$ cat config.mk
export PLATFORM = sky130hd
export DESIGN_NAME = wb_decoder
export DESIGN_NICKNAME = d
export VERILOG_FILES = /design/src/verilog/mcu_pkg.sv /design/src/verilog/wb_decoder.sv
export SDC_FILE = /design/constraint.sdc
export NUM_CORES = 1
export LEC_CHECK = 0
export BUFFER_PORTS_ARGS = -buffer_cell sky130_fd_sc_hd__buf_4
export CORE_AREA = 2 2 155 157
export DETAILED_ROUTE_END_ITERATION = 10
export DIE_AREA = 0 0 157 159
export HOLD_SLACK_MARGIN = 0.02
export PLACE_DENSITY = 0.49
export REMOVE_ABC_BUFFERS = 1
export SLEW_MARGIN = 0
export SYNTH_ARGS = -nofsm -noshare
export SYNTH_HDL_FRONTEND = slang
export SYNTH_SLANG_ARGS = --single-unit
$ cat constraint.sdc
create_clock -name clk_i -period 1.2 [get_ports clk_i]
set_clock_uncertainty 0.15 [all_clocks]
set_input_delay 0 -clock clk_i [delete_from_list [all_inputs] [get_ports clk_i]]
set_output_delay 0 -clock clk_i [all_outputs]
set_load 0.02 [all_outputs]
$ cat src/verilog/mcu_pkg.sv
// MCU shared definitions
// address map, register offsets, Wishbone and power bundles, interrupt word layout
`default_nettype none

package mcu_pkg;

  localparam int ADDR_W      = 32;
  localparam int DATA_W      = 32;
  localparam int NUM_BANKS   = 4;
  localparam int BANK_WORDS  = 256;
  localparam int BANK_IDX_W  = 8;
  localparam int NUM_EXT_IRQ = 8;

  // region code from adr[13:12], code 3 unmapped
  localparam logic [1:0] REGION_RAM = 2'd0;
  localparam logic [1:0] REGION_PWR = 2'd1;
  localparam logic [1:0] REGION_IRQ = 2'd2;

  // word offsets, compared against adr[3:2]
  localparam logic [1:0] PWR_CTRL_OFS    = 2'd0;
  localparam logic [1:0] PWR_STATUS_OFS  = 2'd1;
  localparam logic [1:0] IRQ_PENDING_OFS = 2'd0;
  localparam logic [1:0] IRQ_ENABLE_OFS  = 2'd1;
  localparam logic [1:0] IRQ_SOFT_OFS    = 2'd2;

  // Wishbone classic, master to slave
  typedef struct packed {
    logic              cyc;
    logic              stb;
    logic              we;
    logic [ADDR_W-1:0] adr;
    logic [DATA_W-1:0] dat;
  } wb_req_t;

  // slave to master
  typedef struct packed {
    logic              ack;
    logic [DATA_W-1:0] dat;
  } wb_rsp_t;

  // per bank power outputs, all active low
  typedef struct packed {
    logic pwrgate_en_n;
    logic isogate_en_n;
    logic rst_n;
  } bank_pwr_t;

  typedef struct packed {
    logic        rsvd_31;
    logic [14:0] fast;
    logic [3:0]  rsvd_15_12;
    logic        external;
    logic [6:0]  rsvd_10_4;
    logic        software;
    logic [2:0]  rsvd_2_0;
  } irq_fields_t;

  typedef union packed {
    logic [31:0] raw;
    irq_fields_t f;
  } irq_word_u;

endpackage

`default_nettype wire

$ cat src/verilog/wb_decoder.sv
// Wishbone address decoder
// steers the single master to one target and muxes the response back
`timescale 1ns/1ps
`default_nettype none

module wb_decoder (
  input  logic             clk_i,
  input  logic             rst_n_i,
  input  mcu_pkg::wb_req_t wb_req_i,
  output mcu_pkg::wb_rsp_t wb_rsp_o,
  output mcu_pkg::wb_req_t ram_req_o,
  input  mcu_pkg::wb_rsp_t ram_rsp_i,
  output mcu_pkg::wb_req_t pwr_req_o,
  input  mcu_pkg::wb_rsp_t pwr_rsp_i,
  output mcu_pkg::wb_req_t irq_req_o,
  input  mcu_pkg::wb_rsp_t irq_rsp_i
);

  import mcu_pkg::*;

  logic [2:0] sel;
  logic [2:0] sel_q;
  logic       unmapped;
  logic       req_vld;
  logic       unm_ack_q;

  assign req_vld = wb_req_i.cyc & wb_req_i.stb;

  // one-hot target select, indexed by region code
  always_comb begin
    sel = '0;
    if (~|wb_req_i.adr[ADDR_W-1:14]) begin
      sel[REGION_RAM] = (wb_req_i.adr[13:12] == REGION_RAM);
      sel[REGION_PWR] = (wb_req_i.adr[13:12] == REGION_PWR);
      sel[REGION_IRQ] = (wb_req_i.adr[13:12] == REGION_IRQ);
    end
  end

  assign unmapped = ~|sel;

  always_comb begin
    ram_req_o     = wb_req_i;
    pwr_req_o     = wb_req_i;
    irq_req_o     = wb_req_i;
    ram_req_o.cyc = wb_req_i.cyc & sel[REGION_RAM];
    ram_req_o.stb = wb_req_i.stb & sel[REGION_RAM];
    pwr_req_o.cyc = wb_req_i.cyc & sel[REGION_PWR];
    pwr_req_o.stb = wb_req_i.stb & sel[REGION_PWR];
    irq_req_o.cyc = wb_req_i.cyc & sel[REGION_IRQ];
    irq_req_o.stb = wb_req_i.stb & sel[REGION_IRQ];
  end

  // request is held until ack, so the latched select is valid in the ack cycle
  always_ff @(posedge clk_i) begin
    if (!rst_n_i) begin
      sel_q     <= '0;
      unm_ack_q <= 1'b0;
    end else begin
      if (req_vld) begin
        sel_q <= sel;
      end
      unm_ack_q <= req_vld & unmapped & ~unm_ack_q;
    end
  end

  always_comb begin
    if (sel_q[REGION_RAM]) begin
      wb_rsp_o = ram_rsp_i;
    end else if (sel_q[REGION_PWR]) begin
      wb_rsp_o = pwr_rsp_i;
    end else if (sel_q[REGION_IRQ]) begin
      wb_rsp_o = irq_rsp_i;
    end else begin
      wb_rsp_o.ack = unm_ack_q;
      wb_rsp_o.dat = '0;
    end
  end

endmodule

`default_nettype wire

## Word level (Yosys, flattened, before mapping)

Cells that the tools add are included.

| storage, ports and cells | value |
|---|---|
| bits of input ports | 168 |
| bits in registers | 4 |
| word-level logic and storage cells | 22 |

| cells by class | value |
|---|---|
| multiplexer cells | 4 |
| eq/ne operators | 2 |
| bitwise logic cells | 10 |
| reduce and logical (&&, ||, !) cells | 4 |

Operator list:

| kind | count |
|---|---|
| $mux W33 | 3 |
| $reduce_or A18 Y1 | 1 |
| $and A1 B1 Y1 | 9 |
| $mux W3 | 1 |
| $reduce_or A3 Y1 | 1 |
| $eq A2 B1 Y1 const B | 1 |
| $eq A2 B2 Y1 const B | 1 |
| $logic_not A2 Y1 | 1 |
| $logic_not A1 Y1 | 1 |
| $not A1 Y1 | 1 |

## Longest topological paths before layout

| depth | value |
|---|---|
| depth in word-level cells | 6 |
| gate-level depth with buffers | 6 |

## Least setup slack after synthesis

OpenSTA, ideal clock, no wires.

| timing | value |
|---|---|
| path kind | register -> output |
| start point | reg sel_q[1] |
| end point | out wb_rsp_o[10] (netlist bit) |
| arrival | 1.355 ns |
| stages on the path, launching flop included | 7 |
| path slack | -0.305 ns |
| cells stage by stage | dfxtp_1 -> buf_2 -> nor2b_1 -> buf_2 -> buf_4 -> a22oi_1 -> o21ai_0 |

RTL lines:

| element | RTL line | source |
|---|---|---|
| start: declaration | wb_decoder.sv:22 | `logic [2:0] sel_q;` |
| start signal: assignment | wb_decoder.sv:60 | `sel_q <= sel;` |
| end: declaration | wb_decoder.sv:10 | `output mcu_pkg::wb_rsp_t wb_rsp_o,` |

==> flow_summary_export.csv <==
group,metric,value,unit
place,dpl_cell_area,0.00322,mm2
critical_path,timing.rr.end,"sel_q[0]",
worst_hold_path,hold_start,"wb_req_i[46]",
sta,grt_setup_unrepaired,"yes",
sta,slew_headroom,0.320,
grt,grt_pass1_vias,2773,
critical_path,cp-start-kind,"flip-flop",
clock_network,path_clk_slew,30,ps
sta,fin_ws,-345,ps
finish,layout_commonest_cell,"buf_4",
place,hpwl,15.5,mm
finish,nets,622,
sta,timing.hold.ws,79.1,ps
finish,stdcell_area,0.00446,mm2
grt,grt_overflow_total,0,
worst_hold_path,holdPathStages,2,
sta,setup_viol,46,
grt,grt_pass1_wl,22.9,mm
routing,first_iter_violations,111,
critical_path,r2r_cells,4,
sta,slew_viol_final,0,
critical_path,setup.worst_path.class,"flip-flop to primary output",
worst_hold_path,min_to,"irq_req_o[46]",
clock_network,cts_buffer_depth,2,
routing,drt_wl_total,18.4,mm
synthesis,ys_ff_latch,4,
routing,avgViaCountPerCell,3.66,
finish,layout-drive-gt1-share,0.704,
outcome,failed_checks,"negative setup slack",
finish,final_cell_mix,"buf_4 (232), dlymetal6s4s_1 (42), nand2_1 (34)",
sta,fin_crit,1550,ps
outcome,status,"finished with violations",
synthesis,synth_ff_type,"dfxtp_1",
critical_path,crit_path_max_fanout,8,
routing,avgRoutedWirePerCell,23.7,um
critical_path,end_kind,"primary output",
routing,ant_nets,0,
grt,grtUsageTotal,0.134,
grt,grt_max_degree,29,
worst_hold_path,hp-class,"input pin to primary output",
synthesis,netlist_instances,348,
floorplanning,die-area,0.0250,mm2
clock_network,clock_latency,230,ps
floorplanning,ios,402,
critical_path,r2r-start,"sel_q[0]",
finish,synthToLayoutAreaGrowth,85.7,%
finish,fill_cells,2577,
sta,max_freq,647,MHz
floorplanning,die_x,157,um
routing,num_vias,2839,
job,maxCapViolations,0,
clock_network,htreeDepth,1,
grt,antenna_found_initial,5,
routing,first_pass_iters,4,
routing,drc,0,
floorplanning,rows,56,
synthesis,avgSynthCellArea,6.90,um2
synthesis,ys_types,24,
sta,tns,-9890,ps
power_and_ir_drop,leakage,2.24,nW
sta,min_period_over_period,1.29,
clock_network,cts_buffers,3,
synthesis,async_reset_ff_frac,0,
critical_path,worst_ep_required_time,1050,ps
finish,utilization,0.192,
clock_network,cts_root_buffer,"clkbuf_16",
clock_network,clock_sinks,4,
synthesis,synth-edff-count,0,
critical_path,regToRegSetupSlack,110,ps
critical_path,arrival,1400,ps
place,gp_congestion,0.894,
place,io_buffers,221,
synthesis,yosys_warnings,0,
power_and_ir_drop,p_per_area,483,mW/mm2
clock_network,cts_tree,"built",
sta,tightest_slew,1020,ps
floorplanning,initial_core_util,0.103,
power_and_ir_drop,ir_worst_vdd,0.285,mV
synthesis,synthesis.area,0.00240,mm2
synthesis,seq_area_frac_synth,0.0334,
sta,hold_violations,0,
floorplanning,die_h,159,um
floorplanning,core_area,0.0232,mm2
==> Yosys cell counts (2+ instances only) <==
cell type,n,share of area
o31ai_1,3,0.0094
clkbuf_1,9,0.014
nor2_1,2,0.0031
and2_1,2,0.0052
o21ai_0,26,0.054
nor4_1,6,0.016
dfxtp_1,4,0.033
nand2_1,35,0.055
nand4b_1,2,0.0073
a22oi_1,32,0.10
buf_4,198,0.62
nand3_1,4,0.0083
nor4_2,4,0.021
inv_1,2,0.0031
nand2b_1,2,0.0052
buf_2,3,0.0063
o21ai_1,7,0.015
==> final cells by class <==
class | count | area, um2 | share of cell area
clock buffers | 3 | 75.1 | 0.0168
flip-flops and latches | 4 | 86.3 | 0.0194
repair buffers | 311 | 2760 | 0.618
multi-input cells | 132 | 1120 | 0.252
inverters | 2 | 7.51 | 0.00168
diodes | 4 | 10.0 | 0.00225
well taps | 319 | 399 | 0.0896
==> flip-flops by register name, summed over array words and instances (netlist names) <==
signal     cells
sel_q          3
unm_ack_q      1
==> stage by stage <==
step / std cells / worst slack (ps) / total power, mW
2_1_floorplan: 138 / -1380 / 0.166
6_report: 775 / -345 / 2.15
3_5_place_dp: 711 / -278 / 0.879
3_3_place_gp: 711 / -218 / 0.878
5_1_grt: 775 / -408 / 2.20
4_1_cts: 766 / -357 / 2.07
==> power breakdown <==
part / leakage (nW) / switching (mW) / internal (mW) / total (mW)
Clock: 0.0370 / 0.101 / 0.426 / 0.528
Combinational: 2.17 / 0.911 / 0.578 / 1.49
Sequential: 0.0342 / 0.00138 / 0.133 / 0.134
Total: 2.24 / 1.01 / 1.14 / 2.15
==> routing by layer <==
metal	track usage	routed length [um]	vias to the layer above
li1	-	-	1194
met1	0.159	6800	1349
met2	0.201	8010	276
met3	0.0931	3380	14
met4	0.0188	113	6
met5	0.0119	92	-
==> how the worst max path moves through the flow <==
stage / start / endpoint / slack [ps] / depth (start not counted)
finish: sel_q[2] / wb_rsp_o[4] / -350 / 6
floorplan: sel_q[1] / wb_rsp_o[0] / -1380 / 3
detailed placement: sel_q[2] / wb_rsp_o[4] / -280 / 5
global route: sel_q[1] / wb_rsp_o[4] / -410 / 6
CTS: sel_q[1] / wb_rsp_o[8] / -360 / 4
global placement: wb_req_i[54] / pwr_req_o[65] / -220 / 6
==> cells by family after synthesis <==
logic type             after synthesis  share of synthesized area
AO/OA/AOI/OAI                       69                      0.182
flip-flops                           4                     0.0334
AND/OR/NAND/NOR                     61                      0.133
multiplexers                         2                    0.00886
buffers and inverters              212                      0.643
==> timing repair <==
item | CTS | global route
hold buffers | 48 | 0
gates cloned | 1 | 1
endpoints found under the hold margin | 138 | 0
buffers inserted | 3 | 5
pin swaps | 13 | 25
endpoints found under the setup margin | 39 | 167
resized for setup | 66 | 92
==> worst max-delay path, stage by stage, from the launching register on <==
cell and delay [ps]:
dfxtp_2 320, nor2b_4 150, buf_12 140, buf_12 140, a22oi_2 50, o21ai_1 170, buf_4 180
No activity file was read; power rests on OpenSTA's default activity.
