===== src/verilog/mcu_pkg.sv =====
// MCU shared definitions
// address map, register offsets, Wishbone and power bundles, interrupt word layout
`default_nettype none

package mcu_pkg;

  localparam int ADDR_W      = 32;
  localparam int DATA_W      = 32;
  localparam int NUM_BANKS   = 4;
  localparam int BANK_WORDS  = 256;
  localparam int BANK_IDX_W  = 8;
  localparam int NUM_EXT_IRQ = 8;

  // region code from adr[13:12], code 3 unmapped
  localparam logic [1:0] REGION_RAM = 2'd0;
  localparam logic [1:0] REGION_PWR = 2'd1;
  localparam logic [1:0] REGION_IRQ = 2'd2;

  // word offsets, compared against adr[3:2]
  localparam logic [1:0] PWR_CTRL_OFS    = 2'd0;
  localparam logic [1:0] PWR_STATUS_OFS  = 2'd1;
  localparam logic [1:0] IRQ_PENDING_OFS = 2'd0;
  localparam logic [1:0] IRQ_ENABLE_OFS  = 2'd1;
  localparam logic [1:0] IRQ_SOFT_OFS    = 2'd2;

  // Wishbone classic, master to slave
  typedef struct packed {
    logic              cyc;
    logic              stb;
    logic              we;
    logic [ADDR_W-1:0] adr;
    logic [DATA_W-1:0] dat;
  } wb_req_t;

  // slave to master
  typedef struct packed {
    logic              ack;
    logic [DATA_W-1:0] dat;
  } wb_rsp_t;

  // per bank power outputs, all active low
  typedef struct packed {
    logic pwrgate_en_n;
    logic isogate_en_n;
    logic rst_n;
  } bank_pwr_t;

  typedef struct packed {
    logic        rsvd_31;
    logic [14:0] fast;
    logic [3:0]  rsvd_15_12;
    logic        external;
    logic [6:0]  rsvd_10_4;
    logic        software;
    logic [2:0]  rsvd_2_0;
  } irq_fields_t;

  typedef union packed {
    logic [31:0] raw;
    irq_fields_t f;
  } irq_word_u;

endpackage

`default_nettype wire


===== src/verilog/irq_ctrl.sv =====
// Interrupt controller
// builds the machine interrupt word, latches it into pending, masks with enable
`timescale 1ns/1ps
`default_nettype none

module irq_ctrl (
  input  logic                            clk_i,
  input  logic                            rst_n_i,
  input  mcu_pkg::wb_req_t                req_i,
  output mcu_pkg::wb_rsp_t                rsp_o,
  input  logic                            plic_irq_i,
  input  logic [mcu_pkg::NUM_EXT_IRQ-1:0] ext_irq_i,
  input  logic                            pwr_done_i,
  output logic                            irq_o
);

  import mcu_pkg::*;

  irq_word_u         src;
  logic [31:0]       pending_q;
  logic [31:0]       pending_d;
  logic [31:0]       enable_q;
  logic [31:0]       enable_d;
  logic [31:0]       clr;
  logic              soft_q;
  logic              soft_d;
  logic [1:0]        ofs;
  logic              access;
  logic              wr;
  logic              ack_q;
  logic              irq_q;
  logic [DATA_W-1:0] rdata_q;

  assign ofs    = req_i.adr[3:2];
  assign access = req_i.cyc & req_i.stb & ~ack_q;
  assign wr     = access & req_i.we;

  // reserved fields stay zero
  always_comb begin
    src.raw                      = '0;
    src.f.software               = soft_q;
    src.f.external               = plic_irq_i;
    src.f.fast[NUM_EXT_IRQ:0]    = {ext_irq_i, pwr_done_i};
  end

  // write-one-to-clear wins, a held source sets it again next cycle
  always_comb begin
    clr       = (wr && (ofs == IRQ_PENDING_OFS)) ? req_i.dat : '0;
    pending_d = (pending_q | src.raw) & ~clr;
    enable_d  = (wr && (ofs == IRQ_ENABLE_OFS)) ? req_i.dat : enable_q;
    soft_d    = (wr && (ofs == IRQ_SOFT_OFS)) ? req_i.dat[0] : soft_q;
  end

  always_ff @(posedge clk_i) begin
    if (!rst_n_i) begin
      pending_q <= '0;
      enable_q  <= '0;
      soft_q    <= 1'b0;
      ack_q     <= 1'b0;
      irq_q     <= 1'b0;
    end else begin
      pending_q <= pending_d;
      enable_q  <= enable_d;
      soft_q    <= soft_d;
      ack_q     <= access;
      // matches the registers as they are after this edge
      irq_q     <= |(pending_d & enable_d);
    end
  end

  always_ff @(posedge clk_i) begin
    if (access) begin
      case (ofs)
        IRQ_PENDING_OFS: rdata_q <= pending_q;
        IRQ_ENABLE_OFS:  rdata_q <= enable_q;
        IRQ_SOFT_OFS:    rdata_q <= {{(DATA_W-1){1'b0}}, soft_q};
        default:         rdata_q <= '0;
      endcase
    end
  end

  assign rsp_o.ack = ack_q;
  assign rsp_o.dat = rdata_q;
  assign irq_o     = irq_q;

endmodule

`default_nettype wire


===== config.mk =====
export PLATFORM = sky130hd
export DESIGN_NAME = irq_ctrl
export DESIGN_NICKNAME = d
export VERILOG_FILES = /design/src/verilog/mcu_pkg.sv /design/src/verilog/irq_ctrl.sv
export SDC_FILE = /design/constraint.sdc
export NUM_CORES = 1
export LEC_CHECK = 0
export BUFFER_PORTS_ARGS = -buffer_cell sky130_fd_sc_hd__buf_2
export CAP_MARGIN = 0
export CORE_MARGIN = 2
export CORE_UTILIZATION = 51
export CTS_CLUSTER_SIZE = 12
export DETAILED_ROUTE_END_ITERATION = 12
export PLACE_DENSITY = 0.78
export SKIP_CTS_REPAIR_TIMING = 1
export SLEW_MARGIN = 25
export SYNTH_ARGS = -nofsm -noshare
export SYNTH_HDL_FRONTEND = slang
export SYNTH_SLANG_ARGS = --single-unit
export TNS_END_PERCENT = 30

===== constraint.sdc =====
create_clock -name clk_i -period 2.4 [get_ports clk_i]
set_input_delay 0.12 -clock clk_i [delete_from_list [all_inputs] [get_ports clk_i]]
set_output_delay 0.12 -clock clk_i [all_outputs]
set_load 0.05 [all_outputs]

# Yosys cells after proc, flatten, opt, wreduce, memory -nomap -nowiden
# Index checks and enable logic that the tools add are counted.
dict set report totals {
  ff_bits 99
  inputBits 79
}
dict set report op_classes {
  n_eq_ne 2
  reduce_logical 5
  n_mux 3
  bitwise 8
}
# operator count
set ops {}
lappend ops {{$pmux W32 S3} 1}
lappend ops {{$and A32 B32 Y32} 2}
lappend ops {{$mux W32} 2}
lappend ops {{$not A32 Y32} 1}
lappend ops {{$or A32 B25 Y32} 1}
lappend ops {{$reduce_or A32 Y1} 1}
lappend ops {{$and A1 B1 Y1} 3}
lappend ops {{$logic_and A1 B1 Y1} 3}
lappend ops {{$eq A2 B1 Y1 const B} 1}
lappend ops {{$eq A2 B2 Y1 const B} 1}
lappend ops {{$logic_not A2 Y1} 1}
lappend ops {{$not A1 Y1} 1}

# Longest topological paths before layout
dict set report depth {
  word_depth 9
  depth_mapped 8
  depth_no_buf 6
}

# Worst setup path before layout
# Ideal clock, no wire load.
dict set report synth_path {
  path_type {flip-flop to flip-flop}
  start {register ack_q}
  end {register rdata_q[0], enable pin}
  path_buffers 0
  stages_incl_launch_ff 2
  path_slack_ns 0.280
  t_arrival_ns 1.699
  synth_period_minus_slack_ns 2.120
  path_cell_list {dfxtp_1 nor2_1}
}
dict set report synth_via {
  elab_chain_len 2
}
# item line
set synth_lines {}
lappend synth_lines {{from (decl)} irq_ctrl.sv:30} ;# logic ack_q;
lappend synth_lines {{from (signal assigned)} irq_ctrl.sv:65} ;# ack_q <= access;
lappend synth_lines {{$not A1 Y1} irq_ctrl.sv:35} ;# assign access = req_i.cyc & req_i.stb & ~ack_q;
lappend synth_lines {{$and A1 B1 Y1} irq_ctrl.sv:35}
lappend synth_lines {{via access} irq_ctrl.sv:28} ;# logic access;
lappend synth_lines {{to (signal assigned)} irq_ctrl.sv:74} ;# IRQ_PENDING_OFS: rdata_q <= pending_q;
lappend synth_lines {{to (signal assigned)} irq_ctrl.sv:75} ;# IRQ_ENABLE_OFS: rdata_q <= enable_q;
lappend synth_lines {{to (signal assigned)} irq_ctrl.sv:76} ;# IRQ_SOFT_OFS: rdata_q <= {{(DATA_W-1){1'b0}}, soft_q};
lappend synth_lines {{to (decl)} irq_ctrl.sv:32} ;# logic [DATA_W-1:0] rdata_q;
# The timed path passes the listed nets, and every way through them passes these cells.
# A chain may end at the register's enable or synchronous reset.

# Worst setup path after layout
dict set report layout_path {
  start {register ack_q}
  end {register irq_q, in the netlist irq_o}
}
dict set report layout_via {
  elab_chain_len 9
  elab_cells_between_ends 11
  classes_between {2 x mux; 6 x bitwise; 3 x reduce/logical}
}
# item line
set layout_lines {}
lappend layout_lines {{$not A1 Y1 *} irq_ctrl.sv:35}
lappend layout_lines {{$and A1 B1 Y1 *} irq_ctrl.sv:35}
lappend layout_lines {{$and A1 B1 Y1 *} irq_ctrl.sv:36} ;# assign wr = access & req_i.we;
lappend layout_lines {{$logic_and A1 B1 Y1} irq_ctrl.sv:48} ;# clr = (wr && (ofs == IRQ_PENDING_OFS)) ? req_i.dat : '0;
lappend layout_lines {{$mux W32} irq_ctrl.sv:48}
lappend layout_lines {{$not A32 Y32} irq_ctrl.sv:49} ;# pending_d = (pending_q | src.raw) & ~clr;
lappend layout_lines {{$and A32 B32 Y32} irq_ctrl.sv:49}
lappend layout_lines {{$and A32 B32 Y32 *} irq_ctrl.sv:67} ;# irq_q <= |(pending_d & enable_d);
lappend layout_lines {{$reduce_or A32 Y1 *} irq_ctrl.sv:67}
lappend layout_lines {{to (signal assigned)} irq_ctrl.sv:67}
lappend layout_lines {{to (decl)} irq_ctrl.sv:31} ;# logic irq_q;
# Every way passes the cells marked *; elsewhere a longest branch is shown, timed or not.

==> flow_summary.ini <==
[synthesis]
synth_top_area_cell = dfxtp_1
synth-seq-cells = 99
postSynthAreaPerCell_um2 = 10.82
synth-seq-area-share_pct = 57.20
syn_inst = 372
synthTopCellsByArea = dfxtp_1 33%, edfxtp_1 24%, mux2i_1 16%
yosysWarnings = 0
yosys_most_used_dff = dfxtp_1
synth_edf_count = 32
syn_area_um2 = 4025
ys_types = 29
synth_top_area_share_pct = 33.32
synthArstFlopShare_pct = 0
syn-num-nets = 451

[power]
netSwitchingPower_mw = 0.7756
p_clk_share_pct = 30.7
power_mw = 3.039
intPower_mw = 2.264
power_density_nw_per_um2 = 642.8
p_sw_share_pct = 25.52
p_comb_share_pct = 10.6
total_leakage_power_nw = 1.860
ir_drop_uv = 418.2
p_seq_share_pct = 58.7

[timing]
fin_crit_sh_pct = 91.17
tns_ns = 0
worst_pin_slew_ns = 0.6734
finalCriticalPeriod_ns = 2.188
achievable-frequency_ghz = 0.4570
fin_ws_ns = 0.2120
final-max-slew-violation-count = 0
relSlewSlack_pct = 55.10
setup_viol = 0
fin_skew_ns = 0.01048
hold_viol_final = 1
rsz0062_at_grt = no
whs_ns = -0.001097

[clock_tree]
insertion_delay_ns = 0.36
cts_tree = yes
cts_max_level = 3
cts-root-buf = clkbuf_8
clk_path_buf_depth = 2
cts.sink_count = 99
clk_pin_slew_ns = 0.09
cts_made_buffers = 9

[hold_path]
min_path_type = in -> reg
holdPathEnd = pending_q[24]
hold_start = ext_irq_i[7]
hold_depth = 3

[run]
maxCapViolCount = 0

[worst_setup_path]
cp-startpoint = ack_q
cp.required_ns = 2.61
r2r-end = irq_o
worstReg2RegStart = ack_q
end_kind = register
critPathLaunchType = register
cp_cell_sequence = nand4b_4, nor3b_4, buf_12, mux2i_1, o22ai_1, nor4_1, buf_4, a41oi_2
crit_arrival_ns = 2.40
r2r_slack_ns = 0.21
cpPeakStageDelay_ns = 0.33
crit_type = reg -> reg
cpMaxStageDelayCell = nor4_1
critPathMaxFanout = 32
r2r_cells = 8

[layout]
mostFrequentLayoutCells = 96 x nor2_1, 82 x buf_2, 67 x dfxtp_1
fin_nets = 534
layout-drive-gt1-share_pct = 26.14
finalInstanceArea_um2 = 4728
fillers = 665
layout_commonest_cell = nor2_1
syn2layout_area_growth_pct = 17.47
n_antenna_cell = 0

[floorplan]
die_area_um2 = 8619
rows = 32
coreArea_um2 = 7687
start_util_pct = 52.36
die_h_um = 92.84
io_pins = 113
dieWidth_um = 92.84

[route]
detail-route-antenna-nets = 0
wirelength_um = 8677
dr.pass1.iters = 4
vias_per_cell = 5.358
wl_per_cell_um = 15.47
drc = 0
via_count = 3006
drt-initial-drc-count = 154

[global_route]
grt_pass1_vias = 3044
grt_pass1_wl_um = 14220
grt_overflow = 0
track_usage_pct = 21.25
grt_max_degree = 68
grt_antenna_before_repair = 0

[placed_design]
portBuffers = 82
gp_congestion = 0.7628
place_area_um2 = 4561
place_ws_ns = 0.2017
hpwlAfterDp_um = 5962

[outcome]
outcome = finished, violations left
violations = hold timing
kinds of logic after synthesis:
kind of cell	count (synthesis)	share of synthesized area, %
buffers and inverters	28	4.103
AO/OA/AOI/OAI	30	5.937
AND/OR/NAND/NOR	150	16.60
flip-flops	99	57.20
multiplexers	65	16.16
layout make-up:
class                   instances  area (µm²)  area share, %
flip-flops and latches         99        2302          48.69
multi-input cells             245        1572          33.24
repair buffers                 97       548.0          11.59
clock buffers                  10       137.6          2.911
well taps                     102       127.6          2.699
clock inverters                 5       30.03         0.6351
inverters                       3       11.26         0.2382
cells in the mapped netlist, types with 2 or more instances:
| master | instances |
|---|---|
| o22ai_1 | 13 |
| nor2_1 | 97 |
| inv_1 | 3 |
| mux2i_1 | 65 |
| o2bb2ai_1 | 11 |
| nor4_1 | 3 |
| o22ai_2 | 2 |
| nand2_1 | 21 |
| dfxtp_1 | 67 |
| buf_4 | 2 |
| edfxtp_1 | 32 |
| buf_2 | 5 |
| nor3_1 | 2 |
| o21ai_0 | 2 |
| clkbuf_1 | 12 |
| buf_6 | 4 |
| nand3_1 | 19 |
power by group through the flow:
stage	clock [mW]	sequential (mW)	combinational (mW)
2_1_floorplan	0	1.90	0.127
3_3_place_gp	0	1.82	0.317
3_5_place_dp	0	1.82	0.323
4_1_cts	0.959	1.78	0.324
5_1_grt	1.01	1.79	0.346
6_report	0.933	1.78	0.323
flip-flops by register name, summed over array words and instances (netlist names):
register   count
irq_o          1
pending_q     32
ack_q          1
enable_q      32
soft_q         1
rdata_q       32
per-layer routing:
layer  GRT usage (%)  up-vias  wire length, µm
met4           10.05        0              163
met1           27.46     1441             3901
li1                -     1465                -
met5               0        -                0
met2           34.60       86             4060
met3           3.743       14              551
through the flow:
stage | instances | hold WS (ns) | util, %
global placement | 546 | 0.3743 | 59.33
detailed placement | 546 | 0.3786 | 59.33
finish | 561 | -0.001097 | 61.51
global route | 561 | 0.02051 | 61.51
CTS | 561 | -0.01069 | 61.51
floorplan | 372 | 0.2629 | -
critical path: cells and delay by family (launching register included):
kind,cells,cell delay (ns)
mux,1,0.27
buf+inv,2,0.45
compound gates,2,0.19
simple gates,3,0.79
flops,1,0.32
worst max-delay path by stage:
stage | end | slack [ns] | depth (start not counted)
3_3_place_gp | irq_o | 0.25 | 8
4_1_cts | irq_o | 0.19 | 7
2_1_floorplan | rdata_q[0] | 0.28 | 1
6_report | irq_o | 0.21 | 8
3_5_place_dp | irq_o | 0.20 | 7
5_1_grt | irq_o | 0.004 | 8
(Power assumes the default switching activity.)
