<file path="src/verilog/mcu_pkg.sv">
// MCU shared definitions
// address map, register offsets, Wishbone and power bundles, interrupt word layout
`default_nettype none

package mcu_pkg;

  localparam int ADDR_W      = 32;
  localparam int DATA_W      = 32;
  localparam int NUM_BANKS   = 4;
  localparam int BANK_WORDS  = 256;
  localparam int BANK_IDX_W  = 8;
  localparam int NUM_EXT_IRQ = 8;

  // region code from adr[13:12], code 3 unmapped
  localparam logic [1:0] REGION_RAM = 2'd0;
  localparam logic [1:0] REGION_PWR = 2'd1;
  localparam logic [1:0] REGION_IRQ = 2'd2;

  // word offsets, compared against adr[3:2]
  localparam logic [1:0] PWR_CTRL_OFS    = 2'd0;
  localparam logic [1:0] PWR_STATUS_OFS  = 2'd1;
  localparam logic [1:0] IRQ_PENDING_OFS = 2'd0;
  localparam logic [1:0] IRQ_ENABLE_OFS  = 2'd1;
  localparam logic [1:0] IRQ_SOFT_OFS    = 2'd2;

  // Wishbone classic, master to slave
  typedef struct packed {
    logic              cyc;
    logic              stb;
    logic              we;
    logic [ADDR_W-1:0] adr;
    logic [DATA_W-1:0] dat;
  } wb_req_t;

  // slave to master
  typedef struct packed {
    logic              ack;
    logic [DATA_W-1:0] dat;
  } wb_rsp_t;

  // per bank power outputs, all active low
  typedef struct packed {
    logic pwrgate_en_n;
    logic isogate_en_n;
    logic rst_n;
  } bank_pwr_t;

  typedef struct packed {
    logic        rsvd_31;
    logic [14:0] fast;
    logic [3:0]  rsvd_15_12;
    logic        external;
    logic [6:0]  rsvd_10_4;
    logic        software;
    logic [2:0]  rsvd_2_0;
  } irq_fields_t;

  typedef union packed {
    logic [31:0] raw;
    irq_fields_t f;
  } irq_word_u;

endpackage

`default_nettype wire

</file>
<file path="src/verilog/power_manager.sv">
// RAM bank power manager
// one power switch sequencer per bank, with control and status registers
`timescale 1ns/1ps
`default_nettype none

module power_manager (
  input  logic                                        clk_i,
  input  logic                                        rst_n_i,
  input  mcu_pkg::wb_req_t                            req_i,
  output mcu_pkg::wb_rsp_t                            rsp_o,
  output mcu_pkg::bank_pwr_t [mcu_pkg::NUM_BANKS-1:0] bank_pwr_o,
  input  logic [mcu_pkg::NUM_BANKS-1:0]               pwrgate_ack_ni,
  output logic [mcu_pkg::NUM_BANKS-1:0]               bank_on_o,
  output logic                                        pwr_done_o
);

  import mcu_pkg::*;

  typedef enum logic [2:0] {
    PWR_ON,
    PWR_ISO,
    PWR_GATE,
    PWR_OFF,
    PWR_UNGATE,
    PWR_RELEASE
  } pwr_state_e;

  logic [NUM_BANKS-1:0] ctrl_q;
  logic [NUM_BANKS-1:0] busy;
  logic [NUM_BANKS-1:0] done;
  logic [DATA_W-1:0]    status;
  logic [DATA_W-1:0]    rdata_q;
  logic [1:0]           ofs;
  logic                 access;
  logic                 ack_q;
  logic                 done_q;

  assign ofs    = req_i.adr[3:2];
  assign access = req_i.cyc & req_i.stb & ~ack_q;

  for (genvar b = 0; b < NUM_BANKS; b++) begin : g_bank
    pwr_state_e state_q;

    always_ff @(posedge clk_i) begin
      if (!rst_n_i) begin
        state_q <= PWR_ON;
      end else begin
        case (state_q)
          PWR_ON:      if (!ctrl_q[b]) state_q <= PWR_ISO;
          PWR_ISO:     state_q <= PWR_GATE;
          // switch cells report off with the ack low
          PWR_GATE:    if (!pwrgate_ack_ni[b]) state_q <= PWR_OFF;
          PWR_OFF:     if (ctrl_q[b]) state_q <= PWR_UNGATE;
          PWR_UNGATE:  if (pwrgate_ack_ni[b]) state_q <= PWR_RELEASE;
          PWR_RELEASE: state_q <= PWR_ON;
          default:     state_q <= PWR_ON;
        endcase
      end
    end

    assign bank_pwr_o[b] = '{
      pwrgate_en_n: !(state_q inside {PWR_GATE, PWR_OFF}),
      isogate_en_n: (state_q inside {PWR_ON, PWR_RELEASE}),
      rst_n:        (state_q == PWR_ON)
    };

    assign bank_on_o[b] = (state_q == PWR_ON);
    assign busy[b]      = !(state_q inside {PWR_ON, PWR_OFF});
    assign done[b]      = ((state_q == PWR_GATE) && !pwrgate_ack_ni[b]) ||
                          (state_q == PWR_RELEASE);
  end

  always_comb begin
    status                  = '0;
    status[NUM_BANKS-1:0]   = bank_on_o;
    // busy flag
    status[8]               = |busy;
  end

  always_ff @(posedge clk_i) begin
    if (!rst_n_i) begin
      ctrl_q <= '1;
      ack_q  <= 1'b0;
      done_q <= 1'b0;
    end else begin
      ack_q  <= access;
      done_q <= |done;
      if (access && req_i.we && (ofs == PWR_CTRL_OFS)) begin
        ctrl_q <= req_i.dat[NUM_BANKS-1:0];
      end
    end
  end

  always_ff @(posedge clk_i) begin
    if (access) begin
      case (ofs)
        PWR_CTRL_OFS:   rdata_q <= {{(DATA_W-NUM_BANKS){1'b0}}, ctrl_q};
        PWR_STATUS_OFS: rdata_q <= status;
        default:        rdata_q <= '0;
      endcase
    end
  end

  assign rsp_o.ack  = ack_q;
  assign rsp_o.dat  = rdata_q;
  assign pwr_done_o = done_q;

endmodule

`default_nettype wire

</file>
<file path="config.mk">
export PLATFORM = sky130hd
export DESIGN_NAME = power_manager
export DESIGN_NICKNAME = d
export VERILOG_FILES = /design/src/verilog/mcu_pkg.sv /design/src/verilog/power_manager.sv
export SDC_FILE = /design/constraint.sdc
export NUM_CORES = 1
export LEC_CHECK = 0
export BUFFER_PORTS_ARGS = -buffer_cell sky130_fd_sc_hd__buf_2
export CAP_MARGIN = 20
export CORE_UTILIZATION = 44
export CTS_BUF_LIST = sky130_fd_sc_hd__clkbuf_2 sky130_fd_sc_hd__clkbuf_4 sky130_fd_sc_hd__clkbuf_8
export DETAILED_ROUTE_END_ITERATION = 7
export PLACE_DENSITY = 0.95
export RECOVER_POWER = 50
export SYNTH_ARGS = -nofsm -noshare
export SYNTH_HDL_FRONTEND = slang
export SYNTH_SLANG_ARGS = --single-unit
export TNS_END_PERCENT = 10
</file>
<file path="constraint.sdc">
create_clock -name clk_i -period 2.8 [get_ports clk_i]
set_input_delay 0.14 -clock clk_i [delete_from_list [all_inputs] [get_ports clk_i]]
set_output_delay 0.14 -clock clk_i [all_outputs]
set_load 0.01 [all_outputs]
</file>
# [After elaboration in Yosys (flattened, before gate mapping)]
# Index checks and enable logic that the tools add are counted.
[word_totals] register_bits=50 in_bits=73 output_inout_bits=50
[classes] eq_ne=37 muxes=21 n_bitwise=3 reduce_logical=45
[ops] operator="3-bit case mux with 5 select lines" count=4
[ops] operator="3-bit two-way mux" count=16
[ops] operator="2-bit inequality test, second input constant" count=16
[ops] operator="3-bit by 2-bit equality test with 1-bit output, second input constant" count=8
[ops] operator="3-bit equality test, second input constant" count=8
[ops] operator="2-bit nonzero test" count=12
[ops] operator="9-bit case mux with 2 select lines" count=1
[ops] operator="4-bit AND reduction" count=4
[ops] operator="3-bit by 1-bit equality test with 1-bit output, second input constant" count=4
[ops] operator="1-bit zero test" count=12
[ops] operator="3-bit zero test" count=4
[ops] operator="4-bit OR reduction" count=2
[ops] operator="1-bit logical AND" count=6
[ops] operator="1-bit logical OR" count=4
[ops] operator="1-bit AND" count=2
[ops] operator="2-bit by 1-bit equality test with 1-bit output, second input constant" count=1
[ops] operator="2-bit zero test" count=1
[ops] operator="1-bit NOT" count=1

# [Longest topological paths before layout]
# Gate-level depths: netlist of the first run.
[logic_depth] word_depth=5 mapped_depth=4 mapped_depth_nobuf=4

# [Worst setup path after synthesis of the first run]
# Ideal clock, no wire load.
[synth_path] kind="reg2reg" from="register g_bank[3].state_q[1]" to="register rdata_q[3] (data pin)" t_arrival_ns=1.085 setup_slack_ns=1.575 stages_incl_launch_ff=5 n_path_buf=1 synth_period_minus_slack_ns=1.225 cell_sequence="dfxtp_1 -> buf_2 -> nor3_1 -> mux2i_1 -> nor2_1"
[synth_via] elab_chain_cells=2
[synth_rtl] item="start: declaration" line="power_manager.sv:42" rtl="pwr_state_e state_q;"
[synth_rtl] item="start signal: assignment" line="power_manager.sv:46" rtl="state_q <= PWR_ON;"
[synth_rtl] item="start signal: assignment" line="power_manager.sv:49" rtl="PWR_ON: if (!ctrl_q[b]) state_q <= PWR_ISO;"
[synth_rtl] item="start signal: assignment" line="power_manager.sv:50" rtl="PWR_ISO: state_q <= PWR_GATE;"
[synth_rtl] item="3-bit zero test" line="power_manager.sv:67" rtl="assign bank_on_o[b] = (state_q == PWR_ON);"
[synth_rtl] item="via bank_on_o (one bit)" line="power_manager.sv:13" rtl="output logic [mcu_pkg::NUM_BANKS-1:0] bank_on_o,"
[synth_rtl] item="9-bit case mux with 2 select lines" line="power_manager.sv:96" rtl="case (ofs)"
[synth_rtl] item="end signal: assignment" line="power_manager.sv:97" rtl="PWR_CTRL_OFS: rdata_q <= {{(DATA_W-NUM_BANKS){1'b0}}, ctrl_q};"
[synth_rtl] item="end signal: assignment" line="power_manager.sv:98" rtl="PWR_STATUS_OFS: rdata_q <= status;"
[synth_rtl] item="end: declaration" line="power_manager.sv:32" rtl="logic [DATA_W-1:0] rdata_q;"
# The timed path passes the listed nets, and every way through them passes these cells.
# A chain may end at the register's enable or synchronous reset.

==> results of run 1 <==
## layer usage
layer / global-route usage [%] / vias up
li1: - / 585
met1: 18.7 / 552
met2: 28.9 / 52
met3: 2.52 / 4
met4: 8.12 / 0
met5: 0 / -
## worst max-delay path, delay by kind of cell, from the launching register on
family | cells | cell delay, ps
buffers and inverters | 1 | 210
DFF | 1 | 440
and+or+nand+nor | 1 | 400
## report_power, final
part	switching (W)	internal (W)	total [W]
clock	0.0000949	0.0000653	0.000160
combinational	0.0000546	0.0000283	0.0000829
sequential	0.00000906	0.000347	0.000356
total	0.000159	0.000441	0.000599
## layout by cell type (no fill, tap or decap), drive strengths merged
cell type	n
and3b	1
nand2	5
mux2i	6
xnor2	1
or3b	2
nor4	6
nand3b	4
a21oi	8
o31a	2
nor4bb	2
nor4b	3
nor3b	1
a41oi	1
xor2	7
nor2	16
and3	5
a311oi	1
nand4b	4
dfxtp	18
a31oi	2
conb	27
nand2b	4
nand3	9
clkbuf	11
nor3	6
o21ai	4
inv	3
edfxtp	5
buf	30
## registers in the layout (all words and copies together) (netlist names)
register	cells
g_bank.state_q	12
rdata_q	5
pwr_done_o	1
ack_q	1
ctrl_q	4
## layout make-up
cell class / count / area share (%)
Sequential cell: 23 / 33.0
Clock buffer: 4 / 1.94
Timing Repair Buffer: 37 / 11.4
Tap cell: 46 / 3.72
Inverter: 3 / 0.727
Multi-Input combinational cell: 127 / 49.3
## how the worst min path moves through the flow
stage	from	end	cells past startpoint
6_report	req_i[1]	ctrl_q[1]	3
5_1_grt	rst_n_i	ctrl_q[0]	2
4_1_cts	rst_n_i	ctrl_q[0]	2
3_5_place_dp	rst_n_i	ctrl_q[0]	2
3_3_place_gp	rst_n_i	ctrl_q[0]	2
2_1_floorplan	rst_n_i	ctrl_q[0]	1
## metrics by stage
stage	instances	util [%]	total power [W]
6_report	240	46.4	0.000599
5_1_grt	240	46.4	0.000628
4_1_cts	240	47.1	0.000603
3_5_place_dp	236	46.2	0.000448
3_3_place_gp	236	46.2	0.000445
2_1_floorplan	199	-	0.000451
## kinds of logic after synthesis
group | Yosys count | synth area share [%]
simple gates | 68 | 28.1
buf+inv | 49 | 22.5
flops | 23 | 33.2
compound gates | 18 | 7.49
xor+xnor | 8 | 4.56
mux | 6 | 3.91
other cells | 1 | 0.244
==> results.txt, run 1 <==
M1 WL -> 1270 µm
Syn avg cell area -> 8.89 µm²
Post-DP HPWL -> 2110 µm
Setup TNS -> 0 ps
Mapped cell area -> 0.00154 mm²
Global-route wire length before repair -> 4480 µm
Hold slack final -> 51.4 ps
Worst-Skew Late Latency -> 310 ps
Initial antenna violation count -> 0
Startpoint types -> flop
Core area -> 0.00334 mm²
TritonCTS clock tree -> done
CP max stage delay -> 440 ps
Slowest cell on crit path -> dfxtp_1
RD Place Congestion -> 0.805
Reg2Reg Depth -> 3
Post-Syn Instances -> 173
Port buffer count -> 37
Met2 wire length -> 1320 µm
Row count -> 21
Setup Crit Path Kind -> reg2out
Clk sinks -> 23
Ys Warns -> 0
Synth-to-layout area growth -> 0.733%
Synth area leaders -> dfxtp_1 23%, buf_4 18%, edfxtp_1 9.8%
Post-synth top area share -> 23.4%
Multi-input logic area -> 763 µm²
Die width -> 61.1 µm
Fillers -> 330
CTS Hold Bufs -> 0
Synth area leader -> dfxtp_1
Final #Nets -> 268
Slew Viols, Final -> 0
Top Metal Used -> met4
Vias in the first global route -> 1040
Status -> finished clean
Fmax -> 0.668 GHz
Setup crit end -> bank_pwr_o[9]
CTS Buf Count -> 3
Most common cell in the netlist -> buf_4
Final Cell Area -> 0.00155 mm²
Worst r2r dst -> pwr_done_o
First DRT Iteration DRCs -> 100
Post-place setup slack -> 1550 ps
Ys flop type -> dfxtp_1
Postcts setup bufs -> 0
Commonest cells post-synth -> 37 x buf_4, 18 x dfxtp_1, 16 x nor2_1
Worst Path Arrival -> 1360 ps
Max clock buf depth -> 2
Worst setup startpoint -> g_bank[3].state_q[1]
Max VDD drop -> 154 µV
PD cells -> 387 mW/mm²
Vias/cell -> 4.97
I/O pins -> 123
Remaining global-route overflow -> 0
CP required -> 2660 ps
Final Setup Violations -> 0
Die height -> 61.1 µm
CTS root buf -> clkbuf_4
Max Cap Viol -> 0
Register area -> 510 µm²
Maximum fanout along the worst path -> 12
WL met3 -> 163 µm
Synth cell types -> 33
Final worst setup slack -> 1300 ps
#FFs+latches synth -> 23
Largest net degree at the start of global routing -> 14
Asr flop ratio synth -> 0%
Die ar. -> 0.00374 mm²
First-pass DRT Iterations -> 4
Reg-to-reg critical path startpoint -> g_bank[3].state_q[1]
Via count -> 1193
Post-synthesis sequential area ratio -> 33.2%
Tot GR Track Use -> 16.2%
Initial Utilization -> 46.1%
RSZ-0062 raised after global routing -> false
Number of synthesized flops with an enable pin -> 5
Reg2reg setup slack -> 1500 ps
Post-CTS Resized -> 0
Layout Skew -> 10.1 ps
H-tree levels -> 1
Clock period minus final worst setup slack -> 1500 ps
Routed WL -> 2780 µm
Share of layout cells above drive strength 1 -> 19.6%
# DRC -> 0
CP endpoint kind -> output pin
Cell Area, Placed -> 0.00154 mm²
Wirelength per Cell -> 11.6 µm
Routed Antenna Nets -> 0
LEAKAGE -> 0.632 nW
Tcrit/Tclk final -> 53.5%
Critical path, cell by cell -> nor3_1 > buf_2
Final Hold Viols -> 0
Clk pin slew, worst setup/hold paths -> 120 ps
Hold crit path type -> in2reg
Number of inserted diodes -> 0
Note: power is estimated with default switching activity, not from simulation.
==> run 2, diff against run 1 <==
ABC_AREA = 1   (was not set)
CORE_UTILIZATION = 42   (was 44)
PLACE_DENSITY = 0.94   (was 0.95)
clock period = 1.51 ns   (was 2.8 ns; I/O delays follow)
==> results.txt, run 2 <==
Status -> finished clean
Internal -> 0.00165 W
Max Cap Viol -> 0
Row count -> 22
Syn avg cell area -> 6.54 µm²
Sw frac -> 48.9%
Routed Antenna Nets -> 0
Net switching power -> 0.00158 W
Most common cell in the netlist -> nand2_1
Setup Crit Path Kind -> reg2out
Clock period minus final worst setup slack -> 1340 ps
CP max stage delay -> 580 ps
Hold crit path type -> in2reg
Largest registers -> g_bank.state_q (12), rdata_q (5), ctrl_q (4)
# DRC -> 0
Setup TNS -> 0 ps
Logic pwr share -> 55.2%
CP endpoint kind -> output pin
Wirelength per Cell -> 10.0 µm
Layout Skew -> 6.11 ps
Maximum fanout along the worst path -> 10
Clk pin slew, worst setup/hold paths -> 90 ps
Global Route met2 Usage -> 28.3%
Largest Register -> g_bank.state_q
Non-Filler Instances -> 344
Post-synth top area share -> 20.9%
Initial Utilization -> 45.5%
Worst Path Arrival -> 1270 ps
#FFs+latches synth -> 23
Number of inserted diodes -> 0
Slowest cell on crit path -> dfxtp_1
Multi-input logic area -> 958 µm²
Share of layout cells above drive strength 1 -> 19.6%
First DRT Iteration DRCs -> 144
Routed WL -> 3450 µm
Final Setup Violations -> 0
Mapped cell area -> 0.00173 mm²
PD cells -> 1750 mW/mm²
Flop pwr share -> 32.1%
Worst-Skew Late Latency -> 270 ps
Synth cell types -> 23
Vias in the first global route -> 1376
Ys Warns -> 0
Number of synthesized flops with an enable pin -> 5
Grt met3 use -> 2.76%
Fillers -> 387
Remaining global-route overflow -> 0
I/O pins -> 123
Final worst setup slack -> 166 ps
Largest net degree at the start of global routing -> 16
Die height -> 66.1 µm
Initial antenna violation count -> 0
Vias/cell -> 4.75
First-pass DRT Iterations -> 4
H-tree levels -> 1
Post-Syn Instances -> 264
Max clock buf depth -> 2
Synth-to-layout area growth -> 6.96%
Slew Viols, Final -> 0
TritonCTS clock tree -> done
GRT busiest layer -> met2
Final #Nets -> 370
CTS Buf Count -> 3
Clock network power share -> 12.8%
Tot GR Track Use -> 16.2%
RSZ-0062 raised after global routing -> false
Commonest non-fill, non-tap cells in the layout -> 76 x nand2_1, 29 x buf_2, 28 x nand3_1
Tcrit/Tclk final -> 89.0%
Post-CTS Resized -> 0
Max reg flops -> 12
Startpoint types -> flop
Fmax -> 0.744 GHz
Post-DP HPWL -> 2670 µm
Port buffer count -> 37
Asr flop ratio synth -> 0%
Ys flop type -> dfxtp_1
Synth area leaders -> dfxtp_1 21%, nand2_1 16%, buf_4 14%
Global-route wire length before repair -> 5460 µm
Commonest cells post-synth -> 74 x nand2_1, 32 x buf_4, 28 x nand3_1
Inst Count DP -> 340
Synth area leader -> dfxtp_1
Postcts setup bufs -> 0
CTS root buf -> clkbuf_8
Core area -> 0.00380 mm²
CTS Hold Bufs -> 0
Met1 GRT Util -> 18.8%
Die ar. -> 0.00437 mm²
Post-synthesis sequential area ratio -> 29.6%
RD Place Congestion -> 0.882
Die width -> 66.1 µm
Register area -> 510 µm²
Post-place setup slack -> 272 ps
Commonest non-fill, non-tap cell in the layout -> nand2_1
CP required -> 1430 ps
Critical path, cell by cell -> nor2_4 > nand2_2 > nand2_1 > buf_2
Final Hold Viols -> 0
Max VDD drop -> 493 µV
LEAKAGE -> 0.998 nW
Via count -> 1634
Clk sinks -> 23
==> run 2: changes by cell type after synthesis, moves of 8 or more <==
cell / change
nand3_1: +19
inv_1: +18
nor2_2: +9
nor2_1: +10
nand2_1: +69
nand2_2: +8
==> run 2: logic make-up (layout without fill, tap and decap cells) <==
kind of cell / after synthesis / after routing / share of synthesized area [%]
AND/OR/NAND/NOR: 162 / 162 / 43.9
other: 1 / 27 / 0.217
flip-flops: 23 / 23 / 29.6
buffers and inverters: 60 / 66 / 20.3
AO/OA/AOI/OAI: 18 / 18 / 6.01
==> run 2: power groups by stage <==
stage                     sequential, W  clock [W]  combinational (W)
final                           0.00103   0.000412            0.00178
after global routing            0.00106   0.000440            0.00203
after CTS                       0.00103   0.000409            0.00180
after detailed placement        0.00104          0            0.00180
after global placement          0.00103          0            0.00174
after floorplan                0.000936          0            0.00155
==> run 2: path summary, 6_finish.rpt <==
path,endpoint,cells past startpoint,start,slack (ps)
hold reg to reg,ack_q,1,ack_q,450
setup / recovery,bank_pwr_o[7],4,g_bank[2].state_q[1],170
hold / removal,ctrl_q[1],3,req_i[1],7
setup reg to reg,g_bank[2].state_q[2],5,g_bank[2].state_q[1],240
==> run 2: final cells by class <==
type	count	area share (%)
Timing Repair Buffer	38	9.69
Multi-Input combinational cell	207	51.9
Tap cell	48	3.25
Clock buffer	4	2.64
Inverter	24	4.88
Sequential cell	23	27.6
==> run 2: per-stage QoR <==
stage,power [W],hold WS (ps),util [%],cell area [µm²]
2_1_floorplan,0.00249,189,-,1820
3_5_place_dp,0.00284,286,47.8,1820
5_1_grt,0.00353,30.0,48.6,1850
4_1_cts,0.00324,9.56,49.1,1870
3_3_place_gp,0.00278,290,47.8,1820
6_report,0.00323,6.86,48.6,1850
==> run 2: layer usage <==
layer / vias to the layer above / wire length [µm]
met2: 73 / 1660
met4: 0 / 42
met5: - / 0
met1: 709 / 1540
met3: 4 / 217
li1: 848 / -
==> run 2: worst max-delay path, delay by kind of cell, from the launching register on <==
| family | cells | cell delay (ps) |
|---|---|---|
| flops | 1 | 580 |
| simple gates | 3 | 280 |
| buf+inv | 1 | 140 |
==> run 3, diff against run 2 <==
CORE_UTILIZATION = 35   (was 42)
PLACE_DENSITY = 0.82   (was 0.94)
==> results.txt, run 3 (synthesis gave the netlist of run 2 again) <==
Row count -> 25
Internal -> 0.00163 W
First-pass DRT Iterations -> 4
Max Cap Viol -> 0
Postcts setup bufs -> 0
Startpoint types -> flop
Worst Path Arrival -> 1290 ps
Net switching power -> 0.00157 W
Family with the most delay on the worst path -> flip-flops
Post-CTS Resized -> 0
Worst hold stages -> 3
CTS Hold Bufs -> 0
Share of layout cells above drive strength 1 -> 19.6%
Die ar. -> 0.00522 mm²
Number of inserted diodes -> 0
Final worst setup slack -> 147 ps
Flop pwr share -> 32.3%
Sw frac -> 49.2%
Final Hold Viols -> 0
Global-route wire length before repair -> 5590 µm
Fillers -> 501
Reg-to-reg critical path startpoint -> g_bank[1].state_q[1]
Clock network power share -> 12.3%
Worst-Skew Late Latency -> 270 ps
Die width -> 72.2 µm
RD Place Congestion -> 0.915
TritonCTS clock tree -> done
# DRC -> 0
Clock period minus final worst setup slack -> 1360 ps
Initial antenna violation count -> 0
Tcrit/Tclk final -> 90.2%
Core area -> 0.00472 mm²
Slew Viols, Final -> 0
Hold crit path type -> in2reg
Reg2reg setup slack -> 240 ps
Final Setup Violations -> 0
Wirelength per Cell -> 9.48 µm
Largest registers -> g_bank.state_q (12), rdata_q (5), ctrl_q (4)
PD cells -> 1710 mW/mm²
Initial Utilization -> 36.6%
Routed WL -> 3440 µm
Worst r2r dst -> g_bank[1].state_q[0]
CP max stage delay -> 560 ps
Commonest non-fill, non-tap cell in the layout -> nand2_1
Min-delay src -> req_i[3]
Most used cell along the critical path -> nand2_1
Logic pwr share -> 55.4%
Critical path, cell by cell -> nor2_4 > nand2_1 > nand2_1 > buf_2
RSZ-0062 raised after global routing -> false
Max reg flops -> 12
Slowest cell on crit path -> dfxtp_1
Endpoint of the worst hold path -> ctrl_q[3]
Fmax -> 0.734 GHz
LEAKAGE -> 0.997 nW
Clk pin slew, worst setup/hold paths -> 80 ps
Die height -> 72.2 µm
Synth-to-layout area growth -> 8.19%
Layout Skew -> 3.17 ps
Status -> finished clean
Vias/cell -> 4.50
H-tree levels -> 1
CP endpoint kind -> output pin
Max clock buf depth -> 2
Maximum fanout along the worst path -> 10
First DRT Iteration DRCs -> 95
Remaining global-route overflow -> 0
Largest net degree at the start of global routing -> 16
Commonest non-fill, non-tap cells in the layout -> 76 x nand2_1, 29 x buf_2, 28 x nand3_1
CTS root buf -> clkbuf_8
CP required -> 1430 ps
I/O pins -> 123
Clk sinks -> 23
Setup TNS -> 0 ps
Final #Nets -> 370
CTS Buf Count -> 3
Routed Antenna Nets -> 0
Max VDD drop -> 467 µV
Register area -> 510 µm²
Largest Register -> g_bank.state_q
Setup Crit Path Kind -> reg2out
Post-place setup slack -> 278 ps
Tot GR Track Use -> 13.4%
Vias in the first global route -> 1354
Reg2Reg Depth -> 7
CP bufs+invs -> 1
Via count -> 1635
Port buffer count -> 37
Multi-input logic area -> 958 µm²
Post-DP HPWL -> 2740 µm
[run 3: how the worst max path moves through the flow]
stage | start | endpoint | slack [ps] | depth (start not counted)
floorplan | g_bank[1].state_q[1] | rdata_q[8] | 410 | 7
finish | g_bank[1].state_q[1] | bank_pwr_o[4] | 150 | 4
global route | g_bank[2].state_q[1] | bank_pwr_o[7] | 70 | 4
CTS | g_bank[2].state_q[1] | bank_pwr_o[7] | 160 | 4
global placement | g_bank[1].state_q[1] | rdata_q[8] | 300 | 5
detailed placement | g_bank[1].state_q[1] | rdata_q[8] | 280 | 5
[run 3: through the flow]
stage,power (W),hold slack (ps),area [µm²],instances,utilization [%]
after global routing,0.00350,20.3,1870,363,39.5
after global placement,0.00279,290,1840,359,39.0
final,0.00320,8.58,1870,363,39.5
after CTS,0.00324,4.44,1890,363,39.9
after floorplan,0.00249,189,1820,290,-
after detailed placement,0.00284,288,1840,359,39.0
[run 3: cell type report]
class	instances	area share (%)
tap	67	4.49
multi-input combinational	207	51.3
timing repair buffer	38	9.58
sequential	23	27.3
clock inverter	1	0.268
inverter	24	4.82
clock buffer	3	2.21
[run 3: worst min-delay path, delay by kind of cell]
family | cells | cell delay, ps
and+or+nand+nor | 2 | 100
buffers and inverters | 1 | 90
[run 3: metal layers]
| metal | vias to the layer above | part of all wire, % | GRT usage [%] |
|---|---|---|---|
| li1 | 848 | - | - |
| met1 | 725 | 44 | 15.8 |
| met2 | 57 | 48 | 24.1 |
| met3 | 5 | 5.9 | 1.94 |
| met4 | 0 | 1.8 | 5.88 |
| met5 | - | 0 | 0 |
[run 3: power by group through the flow]
stage / Combinational [W] / Clock (W) / Sequential (W)
floorplan: 0.00155 / 0 / 0.000936
CTS: 0.00181 / 0.000400 / 0.00103
global placement: 0.00176 / 0 / 0.00103
finish: 0.00177 / 0.000394 / 0.00103
detailed placement: 0.00180 / 0 / 0.00104
global route: 0.00202 / 0.000418 / 0.00106
